==> config.mk <==
export PLATFORM = sky130hd
export DESIGN_NAME = cluster_scheduler
export DESIGN_NICKNAME = d
export VERILOG_FILES = /design/src/soc_pkg.sv /design/src/cluster_scheduler.sv
export VERILOG_INCLUDE_DIRS = /design/src
export SDC_FILE = /design/constraint.sdc
export NUM_CORES = 1
export LEC_CHECK = 0
export BUFFER_PORTS_ARGS = -buffer_cell sky130_fd_sc_hd__buf_2
export CAP_MARGIN = 20
export CORE_ASPECT_RATIO = 1.2
export CORE_MARGIN = 2
export CORE_UTILIZATION = 27
export DETAILED_ROUTE_END_ITERATION = 8
export PLACE_DENSITY = 0.8
export SLEW_MARGIN = 15
export SYNTH_ARGS = -nofsm -noshare
export SYNTH_HDL_FRONTEND = slang
export SYNTH_SLANG_ARGS = --single-unit
export TNS_END_PERCENT = 1
==> constraint.sdc <==
create_clock -name clk_i -period 2.5 [get_ports clk_i]
set_clock_uncertainty 0.1 [all_clocks]
set_input_delay 0.125 -clock clk_i [delete_from_list [all_inputs] [get_ports clk_i]]
set_output_delay 0.125 -clock clk_i [all_outputs]
set_load 0.05 [all_outputs]
==> src/soc_defs.svh <==
// ################################################
// Width, depth and count macros for the GPU SoC
// ################################################

`ifndef SOC_DEFS_SVH
`define SOC_DEFS_SVH

// Data width shared by every bus
`define SOC_DATA_W 32

// Byte address width
`define SOC_ADDR_W 10

// Memory depth in words
`define SOC_MEM_WORDS 256

// Requesters on the memory arbiter, fetch/data/control
`define SOC_NUM_REQ 3

// Compute clusters served by the scheduler
`define SOC_NUM_CLUSTERS 4

// Warp allocation fields
`define SOC_PC_W 16
`define SOC_TBLOCK_W 8
`define SOC_TGROUP_W 8

`endif

==> src/soc_pkg.sv <==
// ################################################
// Shared vector types, bus structs and FSM states
// ################################################

`include "soc_defs.svh"

package soc_pkg;

    // ################################################
    // Plain vectors
    // ################################################
    typedef logic [`SOC_ADDR_W-1:0]       addr_t;
    typedef logic [`SOC_DATA_W-1:0]       data_t;
    typedef logic [`SOC_DATA_W/8-1:0]     sel_t;
    typedef logic [`SOC_PC_W-1:0]         pc_t;
    typedef logic [`SOC_TBLOCK_W-1:0]     tblock_idx_t;
    typedef logic [`SOC_TGROUP_W-1:0]     tgroup_id_t;
    typedef logic [`SOC_NUM_CLUSTERS-1:0] cluster_vec_t;
    typedef logic [`SOC_NUM_REQ-1:0]      req_vec_t;

    // ################################################
    // Wishbone classic
    // ################################################

    // Master to slave
    typedef struct packed {
        logic  cyc;
        logic  stb;
        logic  we;
        addr_t adr;
        sel_t  sel;
        data_t dat;
    } wb_req_t;

    // Slave to master
    typedef struct packed {
        logic  ack;
        data_t dat;
    } wb_rsp_t;

    // Read-only instruction fetch request
    typedef struct packed {
        logic  cyc;
        logic  stb;
        addr_t adr;
    } fetch_req_t;

    // Warp allocation handed to a cluster
    typedef struct packed {
        pc_t         pc;
        addr_t       dp_addr;
        tblock_idx_t tblock_idx;
        tgroup_id_t  tgroup_id;
    } alloc_t;

    typedef enum logic {
        ARB_IDLE,
        ARB_BUSY
    } arb_state_e;

endpackage

==> src/cluster_scheduler.sv <==
// ################################################
// Warp allocation to the first free cluster and
// round-robin merge of thread-block completions
// ################################################

`timescale 1ns/1ns

`include "soc_defs.svh"

module cluster_scheduler (
    input  logic                                           clk_i,
    input  logic                                           rst_n_i,

    // Allocation from control side
    input  logic                                           alloc_valid_i,
    input  soc_pkg::alloc_t                                alloc_i,
    output logic                                           alloc_ready_o,

    // Allocation towards clusters
    input  soc_pkg::cluster_vec_t                          cl_free_i,
    output soc_pkg::cluster_vec_t                          cl_alloc_o,
    output soc_pkg::alloc_t                                cl_alloc_data_o,

    // Completions from clusters
    input  soc_pkg::cluster_vec_t                          cl_done_i,
    input  soc_pkg::tgroup_id_t [`SOC_NUM_CLUSTERS-1:0]    cl_done_id_i,
    output soc_pkg::cluster_vec_t                          cl_done_ready_o,

    // Merged completion stream
    output logic                                           done_valid_o,
    output soc_pkg::tgroup_id_t                            done_id_o,
    input  logic                                           done_ready_i
);
    import soc_pkg::*;

    localparam int unsigned CL_IDX_W = $clog2(`SOC_NUM_CLUSTERS);

    logic [CL_IDX_W-1:0] ptr_q;
    logic [CL_IDX_W-1:0] sel;
    cluster_vec_t        first_free;

    // ################################################
    // Allocation
    // ################################################

    assign alloc_ready_o = |cl_free_i;

    // Lowest free cluster only
    always_comb begin : pick_free
        logic found;
        found      = 1'b0;
        first_free = '0;
        for (int unsigned i = 0; i < `SOC_NUM_CLUSTERS; i++) begin
            if (cl_free_i[i] && !found) begin
                first_free[i] = 1'b1;
                found         = 1'b1;
            end
        end
    end

    assign cl_alloc_o      = alloc_valid_i ? first_free : '0;
    assign cl_alloc_data_o = alloc_i;

    // ################################################
    // Completion merge
    // ################################################

    // First done cluster at or after the pointer
    always_comb begin : pick_done
        int unsigned idx;
        logic        hit;
        hit = 1'b0;
        sel = ptr_q;
        for (int unsigned k = 0; k < `SOC_NUM_CLUSTERS; k++) begin
            idx = (32'(ptr_q) + k) % `SOC_NUM_CLUSTERS;
            if (cl_done_i[idx] && !hit) begin
                sel = CL_IDX_W'(idx);
                hit = 1'b1;
            end
        end
    end

    assign done_valid_o = |cl_done_i;
    assign done_id_o    = cl_done_id_i[sel];

    always_comb begin : done_ready
        cl_done_ready_o = '0;
        if (done_valid_o && done_ready_i) begin
            cl_done_ready_o[sel] = 1'b1;
        end
    end

    // Advance past the served cluster on a handshake
    always_ff @(posedge clk_i) begin : rr_ptr
        if (!rst_n_i) begin
            ptr_q <= '0;
        end else if (done_valid_o && done_ready_i) begin
            ptr_q <= (sel == CL_IDX_W'(`SOC_NUM_CLUSTERS - 1)) ? '0 : sel + 1'b1;
        end
    end

endmodule

### Word-level counts from Yosys, hierarchy flattened

Cells that the tools add are included.

| cells by class | value |
|---|---|
| $add $sub $neg | 4 |
| order comparisons | 6 |
| equal/unequal tests | 1 |
| multiplexer cells | 27 |
| reductions and logical operators | 16 |

Operators by type and width:

| operator | count |
|---|---|
| 8-bit binary-select mux with 2-bit select | 1 |
| 2-bit by 3-bit less-than comparator with 1-bit output, second input constant | 5 |
| 1-bit 2-to-1 mux | 14 |
| 1-bit binary-select mux with 2-bit select | 4 |
| 1-bit logical AND | 8 |
| 2-bit 2-to-1 mux | 4 |
| 4-bit 2-to-1 mux | 2 |
| 8-bit 2-to-1 mux | 1 |
| 4-bit OR reduction | 2 |
| 1-bit zero test | 6 |
| 2-bit by 1-bit adder with 2-bit output, second input constant | 2 |
| 2-bit adder, second input constant | 2 |
| 1-bit demux with 2-bit select | 1 |
| 2-bit == test, second input constant | 1 |
| 2-bit by 1-bit >= comparator with 1-bit output, second input constant | 1 |

| word-level totals | value |
|---|---|
| register bits after elaboration | 2 |
| bits of input ports | 86 |
| output and inout port bits | 60 |
| logic and storage cells | 55 |

### Longest topological paths before layout

| logic depth | value |
|---|---|
| word-level depth | 17 |
| gate-level depth with buffers | 8 |
| gate-level depth less buffers | 7 |

### Worst setup path before layout

OpenSTA, ideal clock, no wires.

| path | value |
|---|---|
| path type | flip-flop to output port |
| start point | register ptr_q[1] |
| end point | output port cl_done_ready_o[0] |
| data arrival time | 2.256 ns |
| required time | 2.275 ns |
| path slack | 0.019 ns |
| stages on the path, launching flop included | 7 |
| path buffers | 1 |
| cell sequence | dfxtp_1 nor3_1 a2111oi_4 nor2_4 inv_6 buf_8 nor3_1 |

| on the way | value |
|---|---|
| longest elaborated chain between the ends | 17 |
| elaborated cells on any way between the ends | 29 |
| classes of those cells | add/sub: 3; order compare: 2; mux: 17; reduce/logical: 7 |

RTL lines:

| what | line | source |
|---|---|---|
| start: declaration | cluster_scheduler.sv:38 | `logic [CL_IDX_W-1:0] ptr_q;` |
| start signal: assignment | cluster_scheduler.sv:98 | `` ptr_q <= (sel == CL_IDX_W'(`SOC_NUM_CLUSTERS - 1)) ? '0 : sel + 1'b1; `` |
| parallel branches: the longest is 11 deep, another holds 2-bit by 1-bit adder with 2-bit output | n/a |  |
| 2-bit 2-to-1 mux (*) | cluster_scheduler.sv:76 | `if (cl_done_i[idx] && !hit) begin` |
| 2-bit by 3-bit less-than comparator with 1-bit output (implied by the code) / 2-bit by 1-bit >= comparator with 1-bit output (equally long branches) | cluster_scheduler.sv:89 | `cl_done_ready_o[sel] = 1'b1;` |
| 1-bit logical AND (implied by the code) | cluster_scheduler.sv:89 |  |
| 1-bit 2-to-1 mux (implied by the code) | cluster_scheduler.sv:89 |  |
| 1-bit demux with 2-bit select (*) | cluster_scheduler.sv:89 |  |
| 4-bit 2-to-1 mux (*) | cluster_scheduler.sv:88 | `if (done_valid_o && done_ready_i) begin` |
| end: declaration | cluster_scheduler.sv:27 | `output soc_pkg::cluster_vec_t cl_done_ready_o,` |

Mark *: on every way between the ends. The select of a mux whose other input is x is not followed.

### Final worst setup path

| path | value |
|---|---|
| start point | register ptr_q[1] |
| end point | output port cl_done_ready_o[3] |

The elaborated chain is that of the path after synthesis.

==> summary.md <==
| Metric | Value |
|---|---|
| Status | `finished, final reports clean` |
| Synth area leader | `buf_4` |
| Routed Antenna Nets | `0` |
| Post-synth top cells | `buf_4 (43), nand2_1 (29), a21oi_1 (11), a32oi_1 (8), inv_1 (4)` |
| GR peak layer | `met2` |
| Antenna Cells | `0` |
| Cell Area, Placed | `850 um2` |
| Most common cell in the synthesized netlist | `buf_4` |
| Grt met3 use | `4.32%` |
| Critical Path RT | `2280 ps` |
| Worst r2r dst | `ptr_q[1]` |
| Detailed Routing Iterations Pass 1 | `4` |
| Layout cells sized above 1 | `48.6%` |
| Final Wtd Congestion | `0.851` |
| Worst-case reg-to-reg path depth | `7` |
| Tcrit/Tclk final | `93.9%` |
| Critical Path Fanout Max | `19` |
| Library cells used by synthesis | `25` |
| Wirelength per Cell | `13.9 um` |
| Initial DRC count | `10` |
| Vias per cell | `4.85` |
| Worst-Margin Slew | `475 ps` |
| Area grow syn2layout | `3.72%` |
| Final instance area | `872 um2` |
| Clk buf depth | `2` |
| Slew margin rel. | `68.3%` |
| Vias after detailed routing | `873` |
| Placed Cells | `177` |
| Post-place setup slack | `360 ps` |
| Crit. Startpoint | `ptr_q[1]` |
| Hold Path Origin | `rst_n_i` |
| H-tree levels | `1` |
| Clock Pin Slew Worst Setup and Hold Paths | `30 ps` |
| CTS tree | `done` |
| Power Density | `543 nW/um2` |
| Core ar. | `3030 um2` |
| DIE AREA | `3580 um2` |
| Largest regs | `ptr_q x2` |
| Max Fclk | `0.426 GHz` |
| Final setup margin | `153 ps` |
| Post-synth EDFFs | `0` |
| Seq/Total Area, Yosys | `4.76%` |
| Vias in the first global route | `862` |
| All-Layer GR Usage | `14.3%` |
| Reg2reg start | `ptr_q[1]` |
| Clock latency on the worst-skew pair | `220 ps` |
| Met2 usage | `21.0%` |
| RSZ-0062 raised after global routing | `no` |
| Postcts setup bufs | `0` |
| Hold EP | `ptr_q[0]` |
| Finished Layout Cells | `180` |
| Arrival @ worst endpoint | `2120 ps` |
| Met1 Use GR | `15.7%` |
| Hold Buf Count CTS | `0` |
| Die Span Y | `65.1 um` |
| Initial antenna violation count | `0` |
| CP Capture Type | `output pin` |
| Top_reg_cell synth | `dfxtp_1` |
| Die W | `54.9 um` |
| Total wire length | `2510 um` |
| Grt ovf | `0` |
| Filler cells | `364` |
| Biggest register | `ptr_q` |
| Rows | `22` |
| Tightest Hold Check Type | `input pin to flop` |
| Post-Synthesis Cells | `124` |
| Reg2Reg Setup Slack | `510 ps` |
| Max Slew Vio Count | `0` |
| Syn avg cell area | `6.78 um2` |
| Remaining DRCs | `0` |
| Hold Crit Depth | `3` |
| Syn Nets | `211` |
| Share of the synthesized area in the top cell type | `38.4%` |
| Critical path launch point type | `flop` |
| Initial core utilization | `27.8%` |
| Leak | `0.462 nW` |
| Pin count of the biggest net entering global routing | `20` |
| Post-synth ARST share | `0%` |
| MaxCap Viol Count | `0` |
| Clock Sinks | `2` |
| Total CTS buffers | `3` |
| Final-stage net count | `233` |
| Setup Viol. Count Final | `0` |
| First-pass GRT wire length | `3720 um` |
| Yosys reg bits | `2` |
| Post-detail-place hpwl | `2080 um` |
| Largest cells by area after synthesis | `buf_4 (38%), nand2_1 (13%), a32oi_1 (8.3%)` |
| Hold Fails Final Rpt | `0` |
| Fin crit period | `2350 ps` |
| Total negative slack | `0 ps` |
| Root buf cell | `clkbuf_4` |
| Mapped cell area | `841 um2` |
| Crit path kind | `flop to output pin` |
| Max IR drop VDD | `0.000263 V` |
| Yosys warnings | `0` |
| Post-CTS sizing | `0` |
| # port buffers | `61` |
| Number of flip-flops in the largest register | `2` |
| IO Count | `146` |
==> through the flow <==
step	hold slack, ps	util [%]	power [W]
2_1_floorplan	163	-	0.000496
3_3_place_gp	150	28.1	0.000403
3_5_place_dp	150	28.1	0.000404
4_1_cts	40.1	28.8	0.000481
5_1_grt	51.1	28.8	0.000516
6_report	52.7	28.8	0.000473
==> worst max-delay path, cell delays in order, from the launching register on <==
cell       delay, ps
dfxtp_1          340
nor3_1           350
a2111oi_4         90
nor2_4           390
inv_6            150
ha_1             210
and3_1           150
buf_2            200
==> where the power goes <==
part	internal [W]	leakage, nW	switching [W]
Sequential	0.0000358	0.0166	0.00000492
Clock	0.0000531	0.0138	0.0000193
Combinational	0.000103	0.432	0.000258
Total	0.000191	0.462	0.000282
==> worst max-delay path by stage <==
stage,end,slack (ps)
2_1_floorplan,cl_done_ready_o[0],20
3_3_place_gp,cl_done_ready_o[3],420
3_5_place_dp,cl_done_ready_o[3],360
4_1_cts,cl_done_ready_o[3],120
5_1_grt,cl_done_ready_o[3],20
6_report,cl_done_ready_o[3],150
==> per-layer routing <==
metal | routed length, um | share of wire [%]
met3 | 340 | 14
met1 | 927 | 37
met5 | 0 | 0
met4 | 197 | 7.9
met2 | 1040 | 42
==> placed cells by master, fill, tap and decap left out, drive strengths merged <==
cell type,netlist,final
o221ai,1,1
nor2,4,4
inv,5,5
nor3,4,4
and3,2,2
and2,1,1
clkbuf,0,3
dfxtp,2,2
buf,45,62
o21ai,2,2
and3b,2,2
a21boi,1,1
and4b,1,1
a21oi,11,11
or4,1,1
nor2b,2,2
ha,1,1
nand2,29,29
a2111oi,1,1
a32oi,8,8
o21a,1,1
==> logic make-up (layout without fill, tap and decap cells) <==
logic type      count (synthesis)  after routing  share of synthesized area [%]
compound gates                 25             25                           22.9
fa+ha+maj                       1              1                           1.49
buf+inv                        50             70                           44.3
flops                           2              2                           4.76
simple gates                   46             46                           26.5
==> final cells by class <==
class	instances	area, um2	area share, %
Multi-Input combinational cell	72	428	49.1
Timing Repair Buffer	62	313	35.9
Clock buffer	3	22.5	2.58
Inverter	5	23.8	2.73
Tap cell	36	45.0	5.16
Sequential cell	2	40.0	4.59
Note: power is estimated with default switching activity, not from simulation.
