File: config.mk
export PLATFORM = sky130hd
export DESIGN_NAME = mem_arbiter
export DESIGN_NICKNAME = d
export VERILOG_FILES = /design/src/soc_pkg.sv /design/src/mem_arbiter.sv
export VERILOG_INCLUDE_DIRS = /design/src
export SDC_FILE = /design/constraint.sdc
export NUM_CORES = 1
export LEC_CHECK = 0
export ABC_AREA = 0
export BUFFER_PORTS_ARGS = -buffer_cell sky130_fd_sc_hd__buf_4
export CORE_AREA = 2 2 127 129
export DETAILED_ROUTE_END_ITERATION = 12
export DIE_AREA = 0 0 129 131
export GPL_TIMING_DRIVEN = 0
export PLACE_DENSITY = 0.5
export SETUP_SLACK_MARGIN = 0.5
export SLEW_MARGIN = 20
export SYNTH_ARGS = -nofsm -noshare
export SYNTH_HDL_FRONTEND = slang
export SYNTH_SLANG_ARGS = --single-unit
File: constraint.sdc
create_clock -name clk_i -period 1.5 [get_ports clk_i]
set_input_delay 0.3 -clock clk_i [delete_from_list [all_inputs] [get_ports clk_i]]
set_output_delay 0.3 -clock clk_i [all_outputs]
set_load 0.01 [all_outputs]
File: src/soc_defs.svh
// ################################################
// Width, depth and count macros for the GPU SoC
// ################################################

`ifndef SOC_DEFS_SVH
`define SOC_DEFS_SVH

// Data width shared by every bus
`define SOC_DATA_W 32

// Byte address width
`define SOC_ADDR_W 10

// Memory depth in words
`define SOC_MEM_WORDS 256

// Requesters on the memory arbiter, fetch/data/control
`define SOC_NUM_REQ 3

// Compute clusters served by the scheduler
`define SOC_NUM_CLUSTERS 4

// Warp allocation fields
`define SOC_PC_W 16
`define SOC_TBLOCK_W 8
`define SOC_TGROUP_W 8

`endif

File: src/soc_pkg.sv
// ################################################
// Shared vector types, bus structs and FSM states
// ################################################

`include "soc_defs.svh"

package soc_pkg;

    // ################################################
    // Plain vectors
    // ################################################
    typedef logic [`SOC_ADDR_W-1:0]       addr_t;
    typedef logic [`SOC_DATA_W-1:0]       data_t;
    typedef logic [`SOC_DATA_W/8-1:0]     sel_t;
    typedef logic [`SOC_PC_W-1:0]         pc_t;
    typedef logic [`SOC_TBLOCK_W-1:0]     tblock_idx_t;
    typedef logic [`SOC_TGROUP_W-1:0]     tgroup_id_t;
    typedef logic [`SOC_NUM_CLUSTERS-1:0] cluster_vec_t;
    typedef logic [`SOC_NUM_REQ-1:0]      req_vec_t;

    // ################################################
    // Wishbone classic
    // ################################################

    // Master to slave
    typedef struct packed {
        logic  cyc;
        logic  stb;
        logic  we;
        addr_t adr;
        sel_t  sel;
        data_t dat;
    } wb_req_t;

    // Slave to master
    typedef struct packed {
        logic  ack;
        data_t dat;
    } wb_rsp_t;

    // Read-only instruction fetch request
    typedef struct packed {
        logic  cyc;
        logic  stb;
        addr_t adr;
    } fetch_req_t;

    // Warp allocation handed to a cluster
    typedef struct packed {
        pc_t         pc;
        addr_t       dp_addr;
        tblock_idx_t tblock_idx;
        tgroup_id_t  tgroup_id;
    } alloc_t;

    typedef enum logic {
        ARB_IDLE,
        ARB_BUSY
    } arb_state_e;

endpackage

File: src/mem_arbiter.sv
// ################################################
// Round-robin Wishbone arbiter, three requesters
// onto one memory port
// ################################################

`timescale 1ns/1ns

`include "soc_defs.svh"

module mem_arbiter (
    input  logic                                 clk_i,
    input  logic                                 rst_n_i,

    // Requester side, index 0 is fetch
    input  soc_pkg::wb_req_t [`SOC_NUM_REQ-1:0] req_i,
    output soc_pkg::wb_rsp_t [`SOC_NUM_REQ-1:0] rsp_o,

    // Memory side
    output soc_pkg::wb_req_t                    mem_req_o,
    input  soc_pkg::wb_rsp_t                    mem_rsp_i
);
    import soc_pkg::*;

    localparam int unsigned IDX_W = $clog2(`SOC_NUM_REQ);

    arb_state_e       state_q;
    logic [IDX_W-1:0] grant_q;
    logic [IDX_W-1:0] ptr_q;
    logic [IDX_W-1:0] ptr_next;
    logic [IDX_W-1:0] pick;
    logic             pick_valid;
    req_vec_t         pending;

    // ################################################
    // Request selection
    // ################################################

    always_comb begin : pending_vec
        for (int unsigned i = 0; i < `SOC_NUM_REQ; i++) begin
            pending[i] = req_i[i].cyc & req_i[i].stb;
        end
    end

    // First pending requester at or after the pointer
    always_comb begin : rr_pick
        int unsigned idx;
        pick       = ptr_q;
        pick_valid = 1'b0;
        for (int unsigned k = 0; k < `SOC_NUM_REQ; k++) begin
            idx = (32'(ptr_q) + k) % `SOC_NUM_REQ;
            if (pending[idx] && !pick_valid) begin
                pick       = IDX_W'(idx);
                pick_valid = 1'b1;
            end
        end
    end

    // Pointer moves one past the port just served
    assign ptr_next = (grant_q == IDX_W'(`SOC_NUM_REQ - 1)) ? '0 : grant_q + 1'b1;

    // ################################################
    // Grant FSM
    // ################################################

    always_ff @(posedge clk_i) begin : arb_fsm
        if (!rst_n_i) begin
            state_q <= ARB_IDLE;
            grant_q <= '0;
            ptr_q   <= '0;
        end else begin
            case (state_q)
                ARB_IDLE: begin
                    if (pick_valid) begin
                        grant_q <= pick;
                        state_q <= ARB_BUSY;
                    end
                end
                ARB_BUSY: begin
                    // One transfer per grant
                    if (mem_rsp_i.ack) begin
                        state_q <= ARB_IDLE;
                        ptr_q   <= ptr_next;
                    end
                end
                default: begin
                    state_q <= ARB_IDLE;
                end
            endcase
        end
    end

    // ################################################
    // Forward and return paths
    // ################################################

    // Memory sees nothing while idle
    assign mem_req_o = (state_q == ARB_BUSY) ? req_i[grant_q] : '0;

    always_comb begin : rsp_route
        for (int unsigned i = 0; i < `SOC_NUM_REQ; i++) begin
            rsp_o[i].ack = (state_q == ARB_BUSY) && (grant_q == IDX_W'(i)) && mem_rsp_i.ack;
            rsp_o[i].dat = (grant_q == IDX_W'(i)) ? mem_rsp_i.dat : '0;
        end
    end

endmodule

# Word level (Yosys, flattened, before mapping)
# Cells that the tools add are included.
dict set report word_totals {
  reg_bits 5
  out_inout_bits 148
  in_bits 182
}
dict set report classes {
  muxes 22
  n_bitwise 4
  eq_ne 2
  n_reduce_logical 13
  n_div 3
  n_addsub 3
  magnitude_cmp 4
}
# cell count
set op_table {}
lappend op_table {{binary-select mux 49 bit (select 2 bit)} 1}
lappend op_table {{2-to-1 mux 49 bit} 2}
lappend op_table {{less-than comparator 32 x 3 -> 1 bit (second input constant)} 3}
lappend op_table {{2-to-1 mux 32 bit} 3}
lappend op_table {{remainder unit 32 x 2 -> 32 bit (second input constant)} 2}
lappend op_table {{remainder unit 2 x 2 -> 32 bit (second input constant)} 1}
lappend op_table {{logical AND 1 bit} 8}
lappend op_table {{2-to-1 mux 1 bit} 8}
lappend op_table {{2-to-1 mux 2 bit} 4}
lappend op_table {{binary-select mux 1 bit (select 2 bit)} 3}
lappend op_table {{AND reduction 2 bit} 2}
lappend op_table {{adder 2 x 1 -> 3 bit (second input constant)} 1}
lappend op_table {{adder 2 x 2 -> 3 bit (second input constant)} 1}
lappend op_table {{bitwise AND 1 bit} 3}
lappend op_table {{less-than comparator 2 x 3 -> 1 bit (second input constant)} 1}
lappend op_table {{adder 2 x 1 -> 2 bit (second input constant)} 1}
lappend op_table {{== test 2 x 1 -> 1 bit (second input constant)} 1}
lappend op_table {{== test 2 bit (second input constant)} 1}
lappend op_table {{logical NOT 1 bit} 2}
lappend op_table {{logical NOT 2 bit} 1}
lappend op_table {{case mux 1 bit (2 select lines)} 1}
lappend op_table {{inverter 1 bit} 1}

# Logic depth before layout (Yosys ltp)
# Gate-level depths: netlist of the first run.
dict set report depth {
  word_depth 12
  mapped_depth 7
  ltp_nobuf 6
}

# Worst setup path after synthesis of the first run
# OpenSTA, ideal clock, no wires.
dict set report synth_path {
  path_kind {reg-to-reg}
  from {register ptr_q[0]}
  to {register grant_q[0]}
  slack_ns -0.059
  synth_period_minus_slack_ns 1.559
  arrival_time_ns 1.439
  stages_incl_launch_ff 7
  n_path_buf 0
  t_required_ns 1.380
  cell_sequence {dfxtp_1 -> inv_1 -> ha_1 -> nand3b_1 -> a21oi_1 -> nor4b_1 -> o31a_1}
}
dict set report synth_via {
  elab_chain_cells 11
  elab_cells_between_ends 22
}
# element line
set synth_lines {}
lappend synth_lines {{start, declared} mem_arbiter.sv:28} ;# logic [IDX_W-1:0] ptr_q;
lappend synth_lines {{start signal, assigned} mem_arbiter.sv:82} ;# ptr_q <= ptr_next;
lappend synth_lines {{parallel branches: the longest is 11 deep, another holds remainder unit 32 x 2 -> 32 bit} -}
lappend synth_lines {{end signal, assigned} mem_arbiter.sv:74} ;# grant_q <= pick;
lappend synth_lines {{end, declared} mem_arbiter.sv:27} ;# logic [IDX_W-1:0] grant_q;
# Parallel ways; which one is timed is not known. The select of a mux whose other input is x is not followed.
# A chain may end at the register's enable or synchronous reset.

==> results of run 1 <==
[synthesized netlist by cell type (all sizes together)]
cell / instances / share of area, %
nor2: 5 / 0.76
inv: 4 / 0.61
clkbuf: 12 / 1.8
nand2: 56 / 8.5
o21ai: 49 / 10
and3: 2 / 0.51
a21oi: 8 / 1.6
o31a: 1 / 0.36
nor4b: 1 / 0.36
buf: 21 / 5.7
o31ai: 1 / 0.30
a211oi: 1 / 0.30
nand4: 2 / 0.51
and4bb: 1 / 0.51
and2: 146 / 37
nor2b: 2 / 0.51
dfxtp: 5 / 4.1
nand3: 5 / 1.0
or2: 1 / 0.25
nor4: 1 / 0.25
nand3b: 3 / 0.91
a31oi: 2 / 0.51
a311oi: 1 / 0.36
ha: 3 / 1.5
nor3: 2 / 0.41
o311ai: 1 / 0.36
nand2b: 4 / 1.0
mux2i: 49 / 20
[power by group]
part	switching (mW)	internal (mW)
Sequential	0.0147	0.148
Combinational	1.59	2.41
Clock	0.0891	0.353
[cell families after synthesis]
kind of cell / Yosys count
simple gates: 231
compound gates: 64
mux: 49
buf+inv: 37
flops: 5
fa+ha+maj: 3
[flip-flops by register name (all words and copies together), names as in the netlist]
name,count
ptr_q,2
grant_q,2
state_q,1
[through the flow]
step / total power, mW / setup TNS [ps] / worst slack [ps] / std cells / cell area [um^2]
finish: 4.61 / -40520 / -385 / 973 / 7240
global route: 4.88 / -48190 / -448 / 973 / 7240
CTS: 4.31 / -40690 / -367 / 965 / 6720
detailed placement: 2.94 / -43520 / -679 / 934 / 5440
global placement: 2.92 / -41230 / -644 / 934 / 5440
floorplan: 1.58 / 0 / 121 / 389 / 2700
[worst max path at each step]
stage | to | depth (start not counted) | slack, ps | from
after floorplan | mem_req_o[40] | 7 | 120 | grant_q[0]$_SDFFE_PN0P_
after global placement | rsp_o[79] | 5 | -640 | grant_q[1]$_SDFFE_PN0P_
after detailed placement | rsp_o[79] | 5 | -680 | grant_q[1]$_SDFFE_PN0P_
after CTS | mem_req_o[18] | 8 | -370 | grant_q[0]$_SDFFE_PN0P_
after global routing | mem_req_o[31] | 8 | -450 | grant_q[1]$_SDFFE_PN0P_
final | mem_req_o[8] | 8 | -390 | grant_q[1]$_SDFFE_PN0P_
[routing by layer]
metal | GRT usage, % | routed length (um)
met5 | 0 | 0
met4 | 3.96 | 359
met3 | 3.50 | 1100
met2 | 35.1 | 9380
met1 | 19.5 | 6220
[area by class of cell]
type,instances,area [um^2],share of cell area (%)
timing repair buffer,364,3500,48.3
inverter,4,15.0,0.207
multi-input combinational,347,2860,39.5
sequential,5,110,1.52
tap,216,270,3.73
buffer,33,403,5.56
clock buffer,4,78.8,1.09
[what timing repair did]
item,4_1_cts,5_1_grt
pin swaps,48,42
cloned,8,4
setup buffers,19,4
gates resized for setup,265,122
setup endpoints to repair,153,153
[worst register-to-register path, cell delays in order, from the launching register on]
cell and delay (ps):
dfxtp_4 350, inv_2 40, ha_4 230, buf_6 130
nand3b_1 160, a21oi_2 210, nor4b_2 80, o31a_1 230
==> metrics.md, run 1 <==
| Metric | Value |
|---|---|
| Die Ht | 131 um |
| Diode count | 0 |
| Ports | 330 |
| Synthesized Nets | 574 |
| Yosys warns | 0 |
| Most frequent cells in the layout | buf_4 (199), buf_6 (152), and2_4 (145) |
| Post-Synth XOR/XNOR Area | 0% |
| Final Cycle Share | 126% |
| Post-Syn Area | 2460 um^2 |
| CTS tree | yes |
| CTS Hold Buffers Added | 0 |
| Die area | 16,900 um^2 |
| Multiplexer area fraction after synthesis | 19.9% |
| CTS H-Tree Depth | 1 |
| Run status | finished, violations left |
| CP endpoint kind | output port |
| CTS Sinks | 5 |
| Worst hold endpoint | grant_q[0]$_SDFFE_PN0P_ |
| HPWL Detailed | 12.9 mm |
| DR pass1 iterations | 4 |
| DRC viols | 0 |
| Number of I/O port buffers | 329 |
| Worst-Margin Slew | 319 ps |
| Root cell of the clock tree | clkbuf_16 |
| Highest Clock Rate | 0.530 GHz |
| Syn_area_per_cell | between 6 and 7 um^2 |
| Nets | between 900 and 1,000 |
| Worst r2r src | ptr_q[0]$_SDFFE_PN0P_ |
| Final Hold Vio Count | 0 |
| Initial antenna violation count | 0 |
| Post-synthesis cell count | 389 |
| Seq cells post-synth | 5 |
| CTS Buf Count | 3 |
| Via count | 4,205 |
| Hold_sp | rst_n_i |
| Layout area overhead | 194% |
| Overall Global Routing Usage | 17.8% |
| CTS clk-pin slew, worst paths | 30 ps |
| Post-Synth Simple-Gate Area | 52.6% |
| Data arrival, critical path | 1590 ps |
| Chip width | 129 um |
| Core area | 15,600 um^2 |
| Relative slew slack | 78.7% |
| CP max stage cell | dfxtp_2 |
| CP Max Fanout | 10 |
| Post-synthesis sequential area ratio | between 4 and 5% |
| Max VDD drop | 0.000844 V |
| Power per Cell Area | 637 nW/um^2 |
| FILL cells | about 1,500 |
| Min Tclk post-route | between 1500 and 2000 ps |
| First-pass GRT wire length | 23.3 mm |
| Placement Rows | 46 |
| Setup crit start kind | flop |
| Routed wire length | between 15 and 20 mm |
| Violated checks | negative setup slack |
| CP Class | flop to output port |
| Most common cell after layout, fill and taps aside | buf_4 |
| Worst Hold Class | primary input to flop |
| Hold Slack | 352 ps |
| Compound-Gate Fraction of Synth Area | 13.8% |
| Lkg Pwr | 3.48 nW |
| Final core occ | 46.4% |
| Clock Path Buffers | 2 |
| Worst hold stages | 2 |
| R2R cell count | 7 |
| Share of post-route cells with drive strength above 1 | just over 80% |
| Vias in the first global route | a little over 4,000 |
| CP dominant cell by count | buf_12 |
| First DRT Iteration DRCs | 135 |
| Final ANT Viol Nets | 0 |
| Setup slack, reg-to-reg | -60 ps |
| # Max-Cap Violations | 0 |
| Worst skew pair latency | 230 ps |
| Largest net degree at the start of global routing | 11 |
| WP data required | 1200 ps |
| CP delay by family, top | buffers and inverters |
| Total global routing overflow | 0 |
| Crit-path max cell delay | 320 ps |
| Final setup vio count | 150 |
| Per-cell routed wire length | 17.5 um |
| Adder-cell area share of the yosys netlist | 1.52% |
| Vias/cell | 4.32 |
| Starting Density | 15.8% |
| Skew final | 2.24 ps |
| Fin. max-slew vios | 0 |
| Worst r2r dst | grant_q[0]$_SDFFE_PN0P_ |
| Netlist cell types | 31 |
| CP cell instances | buf_12, nor2b_4, buf_12, buf_8, nand2_1, o21ai_1, and2_4, buf_6 |
| Final setup margin | -385 ps |
| Gp weighted congestion | 0.851 |
| Buf+Inv Stages, Crit Path | 4 |
| Largest family of logic cells by synthesized area | simple AND/OR/NAND/NOR gates |
| RSZ-0062 raised after global routing | yes |
Note: power is estimated with default switching activity, not from simulation.
==> inputs of run 2 (changes only) <==
--- a/config.mk
+++ b/config.mk
@@ -9,11 +9,12 @@
 export ABC_AREA = 0
 export BUFFER_PORTS_ARGS = -buffer_cell sky130_fd_sc_hd__buf_4
 export CORE_AREA = 2 2 127 129
+export CTS_CLUSTER_SIZE = 10
 export DETAILED_ROUTE_END_ITERATION = 12
 export DIE_AREA = 0 0 129 131
 export GPL_TIMING_DRIVEN = 0
 export PLACE_DENSITY = 0.5
-export SETUP_SLACK_MARGIN = 0.5
+export SETUP_SLACK_MARGIN = 0.15
 export SLEW_MARGIN = 20
 export SYNTH_ARGS = -nofsm -noshare
 export SYNTH_HDL_FRONTEND = slang
==> metrics.md, run 2 (synthesis results as in run 1) <==
| Metric | Value |
|---|---|
| Final setup vio count | 150 |
| Final core occ | 47.0% |
| CTS Sinks | 5 |
| RSZ-0062 raised after global routing | yes |
| Skew final | 1.57 ps |
| Most frequent cells in the layout | buf_4 (204), buf_6 (145), and2_4 (144) |
| Violated checks | negative setup slack |
| Routed wire length | 16.6 mm |
| Top Registers | grant_q (2), ptr_q (2), state_q (1) |
| Worst-Margin Slew | 278 ps |
| Per-cell routed wire length | 17.0 um |
| Min Tclk post-route | 1860 ps |
| First DRT Iteration DRCs | 116 |
| Via count | 4,198 |
| Starting Density | 15.8% |
| Clock Path Buffers | 2 |
| Initial antenna violation count | 0 |
| Final Cycle Share | 124% |
| CTS tree | yes |
| Internal Power | 3.00 mW |
| Worst skew pair latency | 230 ps |
| Diode count | 0 |
| Crit-path max cell delay | around 340 ps |
| Met2 WL | 9.05 mm |
| Vias/cell | 4.31 |
| WP data required | 1200 ps |
| Overall Global Routing Usage | between 10% and 20% |
| DRC viols | 0 |
| Relative slew slack | 81.4% |
| CP max stage cell | dfxtp_2 |
| Ports | 330 |
| DR pass1 iterations | 4 |
| CP endpoint kind | output port |
| First-pass GRT wire length | 22.2 mm |
| Setup crit start kind | flop |
| Chip width | about 130 um |
| CP Max Fanout | 7 |
| Clk pwr share | a little under a tenth |
| CTS Buf Count | 3 |
| Power per Cell Area | 640 nW/um^2 |
| Max layer used | met4 |
| Number of I/O port buffers | 329 |
| Final Hold Vio Count | 0 |
| FILL cells | 1,510 |
| Final ANT Viol Nets | 0 |
| CTS clk-pin slew, worst paths | 30 ps |
| Hold Slack | between 300 and 400 ps |
| Final setup TNS | -45,200 ps |
| CTS Hold Buffers Added | 0 |
| HPWL Detailed | 12.1 mm |
| Core area | ~16,000 um^2 |
| Largest net degree at the start of global routing | 11 |
| CP Class | flop to output port |
| Met3 Wirelength | 983 um |
| # Max-Cap Violations | 0 |
| M1 WL | approximately 6.3 mm |
| Sw Ratio | between 30% and 40% |
| Placement Rows | 46 |
| Buf+Inv Stages, Crit Path | 3 |
| Lkg Pwr | around 3.5 nW |
| Layout area overhead | 198% |
| Final setup margin | -365 ps |
| Max VDD drop | 0.000349 V |
| CTS H-Tree Depth | 1 |
| Gp weighted congestion | 0.799 |
| Worst Hold Class | primary input to flop |
| Die Ht | roughly 130 um |
| Reg power frac | approximately 3.5% |
| Root cell of the clock tree | clkbuf_16 |
| Highest Clock Rate | 0.536 GHz |
| Run status | finished, violations left |
| Share of post-route cells with drive strength above 1 | 80.6% |
| Fin. max-slew vios | 0 |
| Data arrival, critical path | between 1500 and 2000 ps |
| Nets | approximately 940 |
| CP cell instances | bufbuf_16, clkbuf_16, mux2i_1, o21ai_1, and2_4, buf_4 |
| Most common cell after layout, fill and taps aside | buf_4 |
| Total global routing overflow | 0 |
| Total Power | 4.70 mW |
| Combinational power share | 87.0% |
| CP delay by family, top | buffers and inverters |
| Vias in the first global route | 4,082 |
| Die area | between 15,000 and 20,000 um^2 |
| P_sw | 1.70 mW |
==> run 2: cell types whose count changed in the layout (fill, tap and decap cells not counted), moves of 4 or more <==
cell | previous run | this run
buf_4 | 199 | 204
buf_6 | 152 | 145
o21ai_1 | 35 | 39
mux2i_1 | 48 | 42
o21ai_2 | 14 | 9
==> run 2: final timing paths <==
path	cells past startpoint	end	startpoint	slack (ps)
max	6	mem_req_o[13]	grant_q[1]$_SDFFE_PN0P_	-360
min reg2reg	2	ptr_q[1]$_SDFFE_PN0P_	ptr_q[1]$_SDFFE_PN0P_	510
max reg2reg	6	grant_q[0]$_SDFFE_PN0P_	ptr_q[0]$_SDFFE_PN0P_	-40
min	3	ptr_q[0]$_SDFFE_PN0P_	rst_n_i	360
==> run 2: stage by stage <==
step / cells / instance area, um^2 / setup WS (ps)
after global placement: 934 / 5390 / -336
after global routing: 973 / 7340 / -414
after CTS: 964 / 6740 / -366
after detailed placement: 934 / 5390 / -397
final: 973 / 7340 / -365
after floorplan: 389 / 2650 / 119
==> run 2: timing repair <==
item | CTS | global route
resized for setup | 278 | 123
endpoints found under the setup margin | 151 | 152
pin swaps | 47 | 69
cloned | 12 | 5
setup buffers | 14 | 4
==> run 2: worst reg2reg max path: stages, from the launching register on <==
cell	delay, ps
dfxtp_4	360
inv_4	40
ha_4	180
nand3b_1	220
a21oi_4	250
nor4_1	80
o31a_1	300
==> run 2: final cells by class <==
type / instances / area (um^2) / share of cell area (%)
timing repair buffer: 364 / 3540 / 48.2
sequential: 5 / 110 / 1.50
inverter: 4 / 17.5 / 0.239
buffer: 33 / 429 / 5.85
tap: 216 / 270 / 3.68
multi-input combinational: 347 / 2890 / 39.4
clock buffer: 4 / 78.8 / 1.07
==> run 2: layer usage <==
metal / track usage, % / vias up
met1: 19.6 / 1956
met4: 3.71 / 0
met3: 2.93 / 26
met5: 0 / -
met2: 31.1 / 185
li1: - / 2031
==> run 2: power by group through the flow <==
stage	sequential, mW	combinational [mW]	clock (mW)
after floorplan	0.161	1.39	0
after global placement	0.163	2.68	0
after detailed placement	0.163	2.71	0
after CTS	0.165	3.54	0.446
after global routing	0.167	4.34	0.458
final	0.165	4.09	0.444
